### src/hw/rename_config.svh
`ifndef RENAME_CONFIG_SVH
`define RENAME_CONFIG_SVH

// Architectural register file.
`define REG_ADDR_LEN 4
`define REG_LEN 16

// Reorder buffer tags. The all-ones tag is reserved to mean "no tag".
`define ROB_TAG_LEN 3
`define ROB_DEPTH ((1 << `ROB_TAG_LEN) - 1)
`define NO_TAG {`ROB_TAG_LEN{1'b1}}

`endif

### src/hw/rename_pkg.sv
`default_nettype none

package rename_pkg;

    // Opcode field, bits 15 to 12 of the instruction word.
    typedef enum logic [3:0] {
        op_nop   = 4'h0, // No sources, no destination.
        op_alu   = 4'h1,
        op_load  = 4'h2, // Reads src1 only.
        op_store = 4'h3  // Reads both sources, writes nothing.
    } opcode_t;

    // Where a source operand can be found.
    typedef enum logic [1:0] {
        stat_in_regfile   = 2'b00,
        stat_waiting      = 2'b10,
        stat_ready_in_rob = 2'b11
    } data_stat_t;

endpackage

`default_nettype wire

### src/hw/inst_decode.sv
`timescale 1ns/1ps
`default_nettype none

`include "rename_config.svh"

module inst_decode
    import rename_pkg::*;
(
    input  wire                      inst_valid,
    input  wire  [15:0]              inst,
    input  wire                      rob_full,
    output logic                     alloc,
    output logic                     stall,
    output logic                     illegal,
    output logic [`REG_ADDR_LEN-1:0] dest,
    output logic [`REG_ADDR_LEN-1:0] src1,
    output logic [`REG_ADDR_LEN-1:0] src2
);

    opcode_t opcode;
    logic    writes_dest;
    logic    reads_src1;
    logic    reads_src2;
    logic    known_op;
    logic    wants_alloc;

    always_comb begin
        opcode      = opcode_t'(inst[15:12]);
        writes_dest = 1'b0;
        reads_src1  = 1'b0;
        reads_src2  = 1'b0;
        known_op    = 1'b1;
        case (opcode)
            op_nop:   known_op = 1'b1;
            op_alu: begin
                writes_dest = 1'b1;
                reads_src1  = 1'b1;
                reads_src2  = 1'b1;
            end
            op_load: begin
                writes_dest = 1'b1;
                reads_src1  = 1'b1;
            end
            op_store: begin
                reads_src1  = 1'b1;
                reads_src2  = 1'b1;
            end
            default:  known_op = 1'b0;
        endcase
    end

    assign dest = inst[11:8];

    // An unused source points at r0, which is never renamed.
    assign src1 = reads_src1 ? inst[7:4] : '0;
    assign src2 = reads_src2 ? inst[3:0] : '0;

    // Writes to r0 are discarded, so they need no tag.
    assign wants_alloc = inst_valid && writes_dest && (dest != '0);
    assign alloc       = wants_alloc && !rob_full;
    assign stall       = wants_alloc && rob_full;
    assign illegal     = inst_valid && !known_op;

endmodule

`default_nettype wire

### src/hw/map_table.sv
`timescale 1ns/1ps
`default_nettype none

`include "rename_config.svh"

module map_table
    import rename_pkg::*;
(
    input  wire                      clk,
    input  wire                      reset,
    input  wire                      alloc,
    input  wire  [`REG_ADDR_LEN-1:0] dest,
    input  wire  [`REG_ADDR_LEN-1:0] src1,
    input  wire  [`REG_ADDR_LEN-1:0] src2,
    input  wire  [`ROB_TAG_LEN-1:0]  alloc_tag,
    input  wire                      commit_valid,
    input  wire  [`REG_ADDR_LEN-1:0] commit_reg,
    input  wire  [`ROB_TAG_LEN-1:0]  commit_tag,
    input  wire                      cdb_valid,
    input  wire  [`REG_ADDR_LEN-1:0] cdb_reg,
    input  wire  [`ROB_TAG_LEN-1:0]  cdb_tag,
    output data_stat_t               src1_stat,
    output logic [`ROB_TAG_LEN-1:0]  src1_tag,
    output data_stat_t               src2_stat,
    output logic [`ROB_TAG_LEN-1:0]  src2_tag,
    output logic [`REG_ADDR_LEN-1:0] out_dest,
    output logic [`ROB_TAG_LEN-1:0]  out_tag
);

    // An entry holding NO_TAG means the value lives in the register file.
    logic [`ROB_TAG_LEN-1:0] tag_q [`REG_LEN];
    logic [`ROB_TAG_LEN-1:0] tag_d [`REG_LEN];
    logic [`REG_LEN-1:0]     ready_q;
    logic [`REG_LEN-1:0]     ready_d;

    function automatic data_stat_t lookup_stat(input logic [`REG_ADDR_LEN-1:0] addr);
        if (tag_q[addr] == `NO_TAG) begin
            return stat_in_regfile;
        end
        if (ready_q[addr]) begin
            return stat_ready_in_rob;
        end
        return stat_waiting;
    endfunction

    always_comb begin
        tag_d   = tag_q;
        ready_d = ready_q;

        // Release only if no younger producer has taken the register since.
        if (commit_valid && tag_q[commit_reg] == commit_tag) begin
            tag_d[commit_reg]   = `NO_TAG;
            ready_d[commit_reg] = 1'b0;
        end

        if (cdb_valid && tag_q[cdb_reg] == cdb_tag) begin
            ready_d[cdb_reg] = 1'b1;
        end

        // Applied last so a new mapping wins over a return to the same register.
        if (alloc) begin
            tag_d[dest]   = alloc_tag;
            ready_d[dest] = 1'b0;
        end
    end

    always_ff @(posedge clk) begin
        if (reset) begin
            for (int i = 0; i < `REG_LEN; i++) begin
                tag_q[i] <= `NO_TAG;
            end
            ready_q <= '0;
        end else begin
            tag_q   <= tag_d;
            ready_q <= ready_d;
        end
    end

    always_comb begin
        src1_stat = lookup_stat(src1);
        src2_stat = lookup_stat(src2);
        src1_tag  = tag_q[src1]; // Already NO_TAG when unmapped.
        src2_tag  = tag_q[src2];
    end

    assign out_dest = dest;
    assign out_tag  = alloc_tag;

    // Decode filters r0 writes, so r0 must stay unmapped for good.
    a_no_r0_alloc: assert property (
        @(posedge clk) disable iff (reset) alloc |-> dest != '0
    );

endmodule

`default_nettype wire

### src/hw/rename_top.sv
`timescale 1ns/1ps
`default_nettype none

`include "rename_config.svh"

module rename_top
    import rename_pkg::*;
(
    input  wire                      clk,
    input  wire                      reset,
    input  wire                      inst_valid,
    input  wire  [15:0]              inst,
    input  wire                      cdb_valid,
    input  wire  [`ROB_TAG_LEN-1:0]  cdb_tag,
    output logic                     stall,
    output logic                     illegal,
    output data_stat_t               src1_stat,
    output logic [`ROB_TAG_LEN-1:0]  src1_tag,
    output data_stat_t               src2_stat,
    output logic [`ROB_TAG_LEN-1:0]  src2_tag,
    output logic [`REG_ADDR_LEN-1:0] out_dest,
    output logic [`ROB_TAG_LEN-1:0]  out_tag,
    output logic                     commit_valid,
    output logic [`REG_ADDR_LEN-1:0] commit_reg,
    output logic [`ROB_TAG_LEN-1:0]  commit_tag
);

    logic                     alloc;
    logic                     rob_full;
    logic [`REG_ADDR_LEN-1:0] dest;
    logic [`REG_ADDR_LEN-1:0] src1;
    logic [`REG_ADDR_LEN-1:0] src2;
    logic [`ROB_TAG_LEN-1:0]  alloc_tag;
    logic [`REG_ADDR_LEN-1:0] cdb_reg;

    inst_decode u_decode (
        .inst_valid (inst_valid),
        .inst       (inst),
        .rob_full   (rob_full),
        .alloc      (alloc),
        .stall      (stall),
        .illegal    (illegal),
        .dest       (dest),
        .src1       (src1),
        .src2       (src2)
    );

    map_table u_map (
        .clk          (clk),
        .reset        (reset),
        .alloc        (alloc),
        .dest         (dest),
        .src1         (src1),
        .src2         (src2),
        .alloc_tag    (alloc_tag),
        .commit_valid (commit_valid),
        .commit_reg   (commit_reg),
        .commit_tag   (commit_tag),
        .cdb_valid    (cdb_valid),
        .cdb_reg      (cdb_reg),
        .cdb_tag      (cdb_tag),
        .src1_stat    (src1_stat),
        .src1_tag     (src1_tag),
        .src2_stat    (src2_stat),
        .src2_tag     (src2_tag),
        .out_dest     (out_dest),
        .out_tag      (out_tag)
    );

    reorder_buffer u_rob (
        .clk          (clk),
        .reset        (reset),
        .alloc        (alloc),
        .dest         (dest),
        .cdb_valid    (cdb_valid),
        .cdb_tag      (cdb_tag),
        .alloc_tag    (alloc_tag),
        .rob_full     (rob_full),
        .cdb_reg      (cdb_reg),
        .commit_valid (commit_valid),
        .commit_reg   (commit_reg),
        .commit_tag   (commit_tag)
    );

endmodule

`default_nettype wire

### src/hw/reorder_buffer.sv
`timescale 1ns/1ps
`default_nettype none

`include "rename_config.svh"

module reorder_buffer (
    input  wire                      clk,
    input  wire                      reset,
    input  wire                      alloc,
    input  wire  [`REG_ADDR_LEN-1:0] dest,
    input  wire                      cdb_valid,
    input  wire  [`ROB_TAG_LEN-1:0]  cdb_tag,
    output logic [`ROB_TAG_LEN-1:0]  alloc_tag,
    output logic                     rob_full,
    output logic [`REG_ADDR_LEN-1:0] cdb_reg,
    output logic                     commit_valid,
    output logic [`REG_ADDR_LEN-1:0] commit_reg,
    output logic [`ROB_TAG_LEN-1:0]  commit_tag
);

    localparam int last_idx = `ROB_DEPTH - 1;

    logic [`REG_ADDR_LEN-1:0] entry_dest [`ROB_DEPTH];
    logic [`ROB_DEPTH-1:0]    busy;
    logic [`ROB_DEPTH-1:0]    ready;
    logic [`ROB_TAG_LEN-1:0]  head;
    logic [`ROB_TAG_LEN-1:0]  tail;
    logic [`ROB_TAG_LEN-1:0]  count; // Holds 0 to ROB_DEPTH.

    // Pointers wrap before reaching the reserved NO_TAG value.
    function automatic logic [`ROB_TAG_LEN-1:0] next_ptr(input logic [`ROB_TAG_LEN-1:0] ptr);
        if (ptr == last_idx[`ROB_TAG_LEN-1:0]) begin
            return '0;
        end
        return ptr + 1'b1;
    endfunction

    assign alloc_tag    = tail; // The tag is the entry index.
    assign rob_full     = (count == `ROB_DEPTH);
    assign commit_valid = busy[head] && ready[head];
    assign commit_reg   = entry_dest[head];
    assign commit_tag   = head;
    assign cdb_reg      = (cdb_tag == `NO_TAG) ? '0 : entry_dest[cdb_tag];

    always_ff @(posedge clk) begin
        if (reset) begin
            head  <= '0;
            tail  <= '0;
            count <= '0;
            busy  <= '0;
            ready <= '0;
        end else begin
            if (alloc) begin
                busy[tail]  <= 1'b1;
                ready[tail] <= 1'b0;
                tail        <= next_ptr(tail);
            end
            if (cdb_valid && cdb_tag != `NO_TAG) begin
                ready[cdb_tag] <= 1'b1;
            end
            // Alloc never hits the head here, since the head is busy whenever it commits.
            if (commit_valid) begin
                busy[head]  <= 1'b0;
                ready[head] <= 1'b0;
                head        <= next_ptr(head);
            end
            case ({alloc, commit_valid})
                2'b10:   count <= count + 1'b1;
                2'b01:   count <= count - 1'b1;
                default: count <= count;
            endcase
        end
    end

    always_ff @(posedge clk) begin
        if (alloc) begin
            entry_dest[tail] <= dest;
        end
    end

    // Decode must hold the instruction back while the buffer is full.
    a_no_alloc_full: assert property (
        @(posedge clk) disable iff (reset) alloc |-> !rob_full
    );

    a_cdb_tag_valid: assert property (
        @(posedge clk) disable iff (reset) cdb_valid |-> cdb_tag != `NO_TAG
    );

    // A broadcast has to come from an instruction still in flight.
    a_cdb_tag_busy: assert property (
        @(posedge clk) disable iff (reset)
        (cdb_valid && cdb_tag != `NO_TAG) |-> busy[cdb_tag]
    );

endmodule

`default_nettype wire
### config.mk
export PLATFORM = sky130hd
export DESIGN_NAME = rename_top
export DESIGN_NICKNAME = d
export VERILOG_FILES = /design/src/hw/rename_pkg.sv /design/src/hw/inst_decode.sv /design/src/hw/map_table.sv /design/src/hw/rename_top.sv /design/src/hw/reorder_buffer.sv
export VERILOG_INCLUDE_DIRS = /design/src /design/src/hw
export SDC_FILE = /design/constraint.sdc
export NUM_CORES = 1
export LEC_CHECK = 0
export BUFFER_PORTS_ARGS = -buffer_cell sky130_fd_sc_hd__buf_2
export CORE_ASPECT_RATIO = 0.7
export CORE_UTILIZATION = 40
export DETAILED_ROUTE_END_ITERATION = 10
export HOLD_SLACK_MARGIN = 0.02
export PLACE_DENSITY = 0.66
export SLEW_MARGIN = 20
export SYNTH_ARGS = -nofsm -noshare
export SYNTH_HDL_FRONTEND = slang
export SYNTH_SLANG_ARGS = --single-unit
export TNS_END_PERCENT = 1
### constraint.sdc
create_clock -name clk -period 6.1 [get_ports clk]
set_input_delay 0 -clock clk [delete_from_list [all_inputs] [get_ports clk]]
set_output_delay 0 -clock clk [all_outputs]
set_load 0.01 [all_outputs]
Word-level counts from Yosys, hierarchy flattened
Memories as Yosys holds them, arrays and structs flattened. A register that Yosys moved wholly into a read port is not among the register bits.
Cells that the tools add are included.
{"block": "totals", "regBits": 87, "latchBits": 0, "ramBits": 28, "romBits": 0, "in_bits": 23, "output_inout_bits": 27, "word_cells": 192, "mem_count": 1}
{"block": "classes", "n_addsub": 4, "n_mul": 0, "div_mod_pow": 0, "order_cmp": 21, "eq_ne": 14, "n_shift": 0, "n_mux": 86, "bitwise": 18, "n_reduce_logical": 26}
{"memory": "u_rob.entry_dest", "depth": 7, "word_bits": 4, "read_ports": 2, "rd_ports_with_merged_regs": 1, "write_ports": 1, "line_no": "reorder_buffer.sv:23", "rtl": "logic [`REG_ADDR_LEN-1:0] entry_dest [`ROB_DEPTH];"}
{"cell": "$mux 48", "n": 2}
{"cell": "$mux 7", "n": 8}
{"cell": "$bmux 3 s4", "n": 4}
{"cell": "$bwmux 48", "n": 1}
{"cell": "$mux 16", "n": 3}
{"cell": "$mux 3", "n": 16}
{"cell": "$or 48x48->48", "n": 1}
{"cell": "$and 16x16->16", "n": 2}
{"cell": "$not 16->16", "n": 2}
{"cell": "$mux 1", "n": 28}
{"cell": "$ge 5x5->1 const B", "n": 5}
{"cell": "$lt 4x5->1 const B", "n": 5}
{"cell": "$not 4->5", "n": 5}
{"cell": "$demux 3 s4", "n": 2}
{"cell": "$and 7x7->7", "n": 3}
{"cell": "$eq 3x3->1 const B", "n": 6}
{"cell": "$logic_and 1x1->1", "n": 17}
{"cell": "$mux 2", "n": 8}
{"cell": "$or 16x16->16", "n": 1}
{"cell": "$not 7->7", "n": 2}
{"cell": "$or 7x7->7", "n": 2}
{"cell": "$demux 1 s4", "n": 3}
{"cell": "$ge 4x1->1 const B", "n": 3}
{"cell": "$lt 3x4->1 const B", "n": 3}
{"cell": "other kinds (22)", "n": 37}

Longest topological paths before layout
{"block": "logic_depth", "ltp_word": 13, "mapped_depth": 15, "ltp_nobuf": 12}

By module
A second synthesis with hierarchy kept.
{"block": "hier_totals", "cells_unflattened": 666, "area_unflattened_um2": 7531.0}
{"mod": "map_table", "n_inst": 1, "cells_per_inst": 421, "area_per_inst_um2": 4800.9, "seq_area_each_um2": 1281.2}
{"mod": "reorder_buffer", "n_inst": 1, "cells_per_inst": 225, "area_per_inst_um2": 2560.0, "seq_area_each_um2": 1361.3}
{"mod": "inst_decode", "n_inst": 1, "cells_per_inst": 20, "area_per_inst_um2": 170.2, "seq_area_each_um2": 0.0}

Least setup slack after synthesis
OpenSTA, ideal clock, no wires.
{"block": "synth_path", "path_kind": "register -> register", "from": "register u_rob.head[1], in the netlist u_rob.commit_tag[1]", "to": "register u_rob.count[2]", "setup_time_ns": 0.071, "arrival_ns": 3.357, "required_time_ns": 6.029, "setup_slack_ns": 2.672, "path_stages_with_launch": 16, "n_path_buf": 3, "synth_period_minus_slack_ns": 3.428, "path_cell_list": "dfxtp_1 -> clkbuf_1 -> nor2b_1 -> o2bb2ai_1 -> a32o_1 -> o22ai_1 -> or2_2 -> clkbuf_1 -> clkbuf_1 -> inv_1 -> ha_1 -> inv_1 -> fa_1 -> xor2_1 -> or3_1 -> a21oi_1"}
{"block": "synth_via", "elab_chain_len": 5, "elab_cells_between_ends": 9, "classes_between": "eq/ne (2); mux (5); reduce/logical (2)"}
{"item": "from (decl)", "line_no": "reorder_buffer.sv:26", "rtl": "logic [`ROB_TAG_LEN-1:0] head;"}
{"item": "from (signal assigned)", "line_no": "reorder_buffer.sv:65", "rtl": "head <= next_ptr(head);"}
{"item": "$bmux 1 s3", "line_no": "reorder_buffer.sv:40", "rtl": "assign commit_valid = busy[head] && ready[head];"}
{"item": "$mux 1 (implied by the code)", "line_no": "reorder_buffer.sv:40"}
{"item": "$logic_and 1x1->1 (*)", "line_no": "reorder_buffer.sv:40"}
{"item": "net commit_valid", "line_no": "rename_top.sv:23", "rtl": "output logic commit_valid,"}
{"item": "$eq 2x1->1 or $eq 2x2->1 (tied branches)", "line_no": "reorder_buffer.sv:67", "rtl": "case ({alloc, commit_valid})"}
{"item": "$pmux 3 s2 or $reduce_bool 2->1 (tied branches)"}
{"item": "to (signal assigned)", "line_no": "reorder_buffer.sv:68", "rtl": "2'b10: count <= count + 1'b1;"}
{"item": "to (signal assigned)", "line_no": "reorder_buffer.sv:69", "rtl": "2'b01: count <= count - 1'b1;"}
{"item": "to (signal assigned)", "line_no": "reorder_buffer.sv:70", "rtl": "default: count <= count;"}
{"item": "to (decl)", "line_no": "reorder_buffer.sv:28", "rtl": "logic [`ROB_TAG_LEN-1:0] count;"}
The timed path passes the listed nets; every way through them passes the cells marked *. The select of a mux whose other input is x is not followed.
A chain may end at the register's enable or synchronous reset.

==> flow_summary.toml <==
[global_route]
first_pass_grt_wire_length_mm = 46.3
overflow = 0
grt_start_max_net_pins = 86
grt_usage = 0.296
antenna_violations_before_repair = 0
number_of_global_route_vias_before_repair = 7333

[place]
place_inst = 1178
io_buffer_count = 49
gpl_congestion = 1.02
hpwlAfterDp_mm = 22.4

[timing]
count_of_endpoints_failing_setup_in_the_final_report = 0
layout_min_cycle_time_ns = 4.63
fin_worst_skew_ns = 0.0101
timing.final.hold_violations = 0
timing.slew.headroom = 0.287
timing_worst_slew_pin_value_ns = 1.06
fin_crit_sh = 0.759
grt_setup_unrepaired = "no"
maxSlewViolCount = 0
total_negative_slack_ns = 0
timing.fmax_mhz = 216

[synthesis]
syn_area_per_cell_um2 = 9.01
ys_warn_count = 0
synth.lib_cells_used.distinct = 91
synth_seq_area_share = 0.321
synthTopCellsByCount = "sky130_fd_sc_hd__dfxtp_1 (90), sky130_fd_sc_hd__nor2_1 (76), sky130_fd_sc_hd__nor3_1 (66)"
postSynthRegisterBits = 118
edff_count_synth = 28
syn-num-nets = 940
synthesis.area_mm2 = 0.00824
post-synth-top-area-fraction = 0.219
synthDominantAreaCellType = "sky130_fd_sc_hd__dfxtp_1"
asyncSetResetFlopFracSynth = 0
largest_cells_by_area_after_synthesis = "sky130_fd_sc_hd__dfxtp_1 (22%), sky130_fd_sc_hd__edfxtp_1 (10%), sky130_fd_sc_hd__mux2i_1 (6.2%), sky130_fd_sc_hd__mux4_2 (4.9%), sky130_fd_sc_hd__nor3_1 (4.0%)"
yosys_most_used_dff = "sky130_fd_sc_hd__dfxtp_1"
postSynthCellCount = 915
synth.most_common_cell = "sky130_fd_sc_hd__dfxtp_1"

[detailed_routing]
remaining_drc_errors = 0
vias = 8203
first_iter_violations = 1078
antenna_violating_nets_post_route = 0
post_drt_wl_per_cell_um = 25.6
routed_wirelength_mm = 31.1
route.detailed.vias_per_inst = 6.77
detailedRoute.firstPassIterationCount = 5

[cells_and_area]
n_antenna_cell = 0
syn2layout_area_growth_pct = 10.8
fin_nets = 954
layout-drive-gt1-share = 0.178
finish.cell_count_without_fillers = 1212

[flow_run]
maxCapViolCount = 0

[critical_path]
critical_path.startpoint_type = "register"
worst_r2r_path_depth = 9
worstPathCellList = "mux2_2 -> o21ai_0 -> nor3_1 -> o21ai_0 -> nor4b_1 -> a31oi_1 -> nor2_2 -> a311oi_2 -> a22oi_1"
worst_path_largest_cell_delay_ns = 0.86
timing.setup.critical_path_class = "register to register"
cpMostUsedCell = "sky130_fd_sc_hd__o21ai_0"
worst-endpoint-required_ns = 6.43
critical_path.slowest_cell = "sky130_fd_sc_hd__nor2_2"
timing.critical_path.to_type = "register"
worst_ep_arrival_time_ns = 4.96
critical_path.max_fanout = 19

[clock_tree]
worst_setup_hold_path_clk_slew_ns = 0.06
cts.sink_count = 118
tritoncts = "done"
htree_levels = 4
cts_buffers = 17
ctsRootBufferMaster = "sky130_fd_sc_hd__clkbuf_16"
cts_hold_buffers = 2
resized_cells_post_cts = 0
insertion_delay_ns = 0.42
post_cts.repair.setup_buffers = 0
largest_buffer_count_on_any_clock_path = 2

[power_and_ir_drop]
p_clk_frac = 0.486
p_sw_frac = 0.270
seq_power_share = 0.411
power.combinational.fraction = 0.104
power.ir.vdd_worst_mv = 0.145
power.internal_mw = 1.44
power.density_cell_area_mw_per_mm2 = 217
total_leakage_power_nw = 3.15
power_switching_mw = 0.535

[hold_path]
hold_crit_depth = 1
hp-class = "primary input to register"

[floorplanning]
initial_utilization = 0.412
ios = 50
rows = 43
core_area_mm2 = 0.0200
die_area_mm2 = 0.0212
die_height_um = 122
die_x_um = 174

[run_status]
status = "completed"
cell families after synthesis:
logic type | Yosys count | share of synthesized area
xor+xnor | 6 | 0.00729
fa+ha+maj | 2 | 0.00395
compound gates | 288 | 0.271
simple gates | 324 | 0.213
buf+inv | 96 | 0.0568
mux | 81 | 0.128
flops | 118 | 0.321
cell type report:
type | instances | area, um2
Sequential cell | 118 | 2640
Fill cell | 1960 | 10900
Inverter | 30 | 113
Clock buffer | 18 | 439
Multi-Input combinational cell | 701 | 5140
Tap cell | 270 | 338
Timing Repair Buffer | 61 | 340
Clock inverter | 14 | 124
worst paths after layout:
check | startpoint | endpoint | slack, ns
max | register | u_map.tag_q[26]$_SDFF_PP1_ | 1.47
min | inst[9] | u_rob.entry_dest[0][1]$_DFFE_PP_ | 0.03
max reg2reg | register | u_map.tag_q[26]$_SDFF_PP1_ | 1.47
min reg2reg | u_rob.count[2]$_SDFFE_PP0P_ | u_rob.count[2]$_SDFFE_PP0P_ | 0.49
power groups by stage:
| stage | combinational [mW] | clock [mW] | sequential [mW] |
|---|---|---|---|
| after floorplan | 0.140 | 0 | 0.825 |
| after global placement | 0.197 | 0 | 0.829 |
| after detailed placement | 0.197 | 0 | 0.829 |
| after CTS | 0.199 | 0.966 | 0.812 |
| after global routing | 0.219 | 1.01 | 0.813 |
| final | 0.205 | 0.961 | 0.813 |
layer usage:
| layer | share of wire | vias up | GRT usage |
|---|---|---|---|
| met4 | 0.032 | 2 | 0.103 |
| met3 | 0.15 | 78 | 0.112 |
| met5 | 0.00039 | - | 0.0162 |
| met2 | 0.37 | 585 | 0.377 |
| met1 | 0.45 | 3940 | 0.440 |
| li1 | - | 3598 | - |
worst max-delay path, delay by kind of cell, from the launching register on:
family,cells,cell delay [ns]
AO/OA/AOI/OAI,5,1.84
AND/OR/NAND/NOR,3,1.54
flip-flops,1,0.72
multiplexers,1,0.43
flip-flops by register name, indices dropped and copies added, names as in the netlist, named ones only:
signal	count
u_map.ready_q	16
u_map.tag_q	48
u_rob.alloc_tag	3
u_rob.busy	7
u_rob.commit_tag	3
u_rob.count	3
u_rob.entry_dest	28
u_rob.ready	7
through the flow:
step | hold WS, ns | utilization | setup WS [ns] | total power [mW] | instance area (um2)
6_report | 0.0305 | 0.456 | 1.47 | 1.98 | 9130
5_1_grt | 0.0243 | 0.456 | 1.23 | 2.04 | 9130
4_1_cts | 0.0204 | 0.456 | 1.65 | 1.98 | 9130
3_5_place_dp | 0.315 | 0.427 | 1.66 | 1.03 | 8550
3_3_place_gp | 0.320 | 0.427 | 1.43 | 1.03 | 8540
2_1_floorplan | 0.0918 | - | 2.67 | 0.965 | 8240
layout by cell type, fill, tap and decap left out, types with 6 or more instances in the layout:
| cell type | count |
|---|---|
| sky130_fd_sc_hd__o22ai_1 | 16 |
| sky130_fd_sc_hd__nand3_2 | 7 |
| sky130_fd_sc_hd__buf_2 | 49 |
| sky130_fd_sc_hd__mux2i_1 | 51 |
| sky130_fd_sc_hd__a211oi_1 | 29 |
| sky130_fd_sc_hd__nand2b_1 | 13 |
| sky130_fd_sc_hd__or2_2 | 6 |
| sky130_fd_sc_hd__nand3_1 | 24 |
| sky130_fd_sc_hd__mux2_2 | 11 |
| sky130_fd_sc_hd__nand2_1 | 42 |
| sky130_fd_sc_hd__inv_1 | 27 |
| sky130_fd_sc_hd__and3_1 | 9 |
| sky130_fd_sc_hd__edfxtp_1 | 28 |
| sky130_fd_sc_hd__o21bai_1 | 13 |
| sky130_fd_sc_hd__mux4_2 | 18 |
| sky130_fd_sc_hd__o211ai_1 | 13 |
| sky130_fd_sc_hd__nand3b_1 | 13 |
| sky130_fd_sc_hd__a31oi_1 | 17 |
| sky130_fd_sc_hd__or3b_2 | 7 |
| sky130_fd_sc_hd__o2bb2ai_1 | 8 |
| sky130_fd_sc_hd__o21ai_0 | 25 |
| sky130_fd_sc_hd__nor2_1 | 76 |
| sky130_fd_sc_hd__o221ai_1 | 11 |
| sky130_fd_sc_hd__dfxtp_1 | 90 |
| sky130_fd_sc_hd__a2111oi_0 | 6 |
| sky130_fd_sc_hd__o21a_1 | 7 |
| sky130_fd_sc_hd__or3_1 | 18 |
| sky130_fd_sc_hd__nor3_1 | 66 |
| sky130_fd_sc_hd__a21oi_1 | 34 |
| sky130_fd_sc_hd__clkbuf_16 | 17 |
| sky130_fd_sc_hd__a22oi_1 | 38 |
| sky130_fd_sc_hd__nor2b_1 | 8 |
| sky130_fd_sc_hd__buf_4 | 10 |
| sky130_fd_sc_hd__a2bb2oi_1 | 7 |
Power figures use the tool's default switching activity.
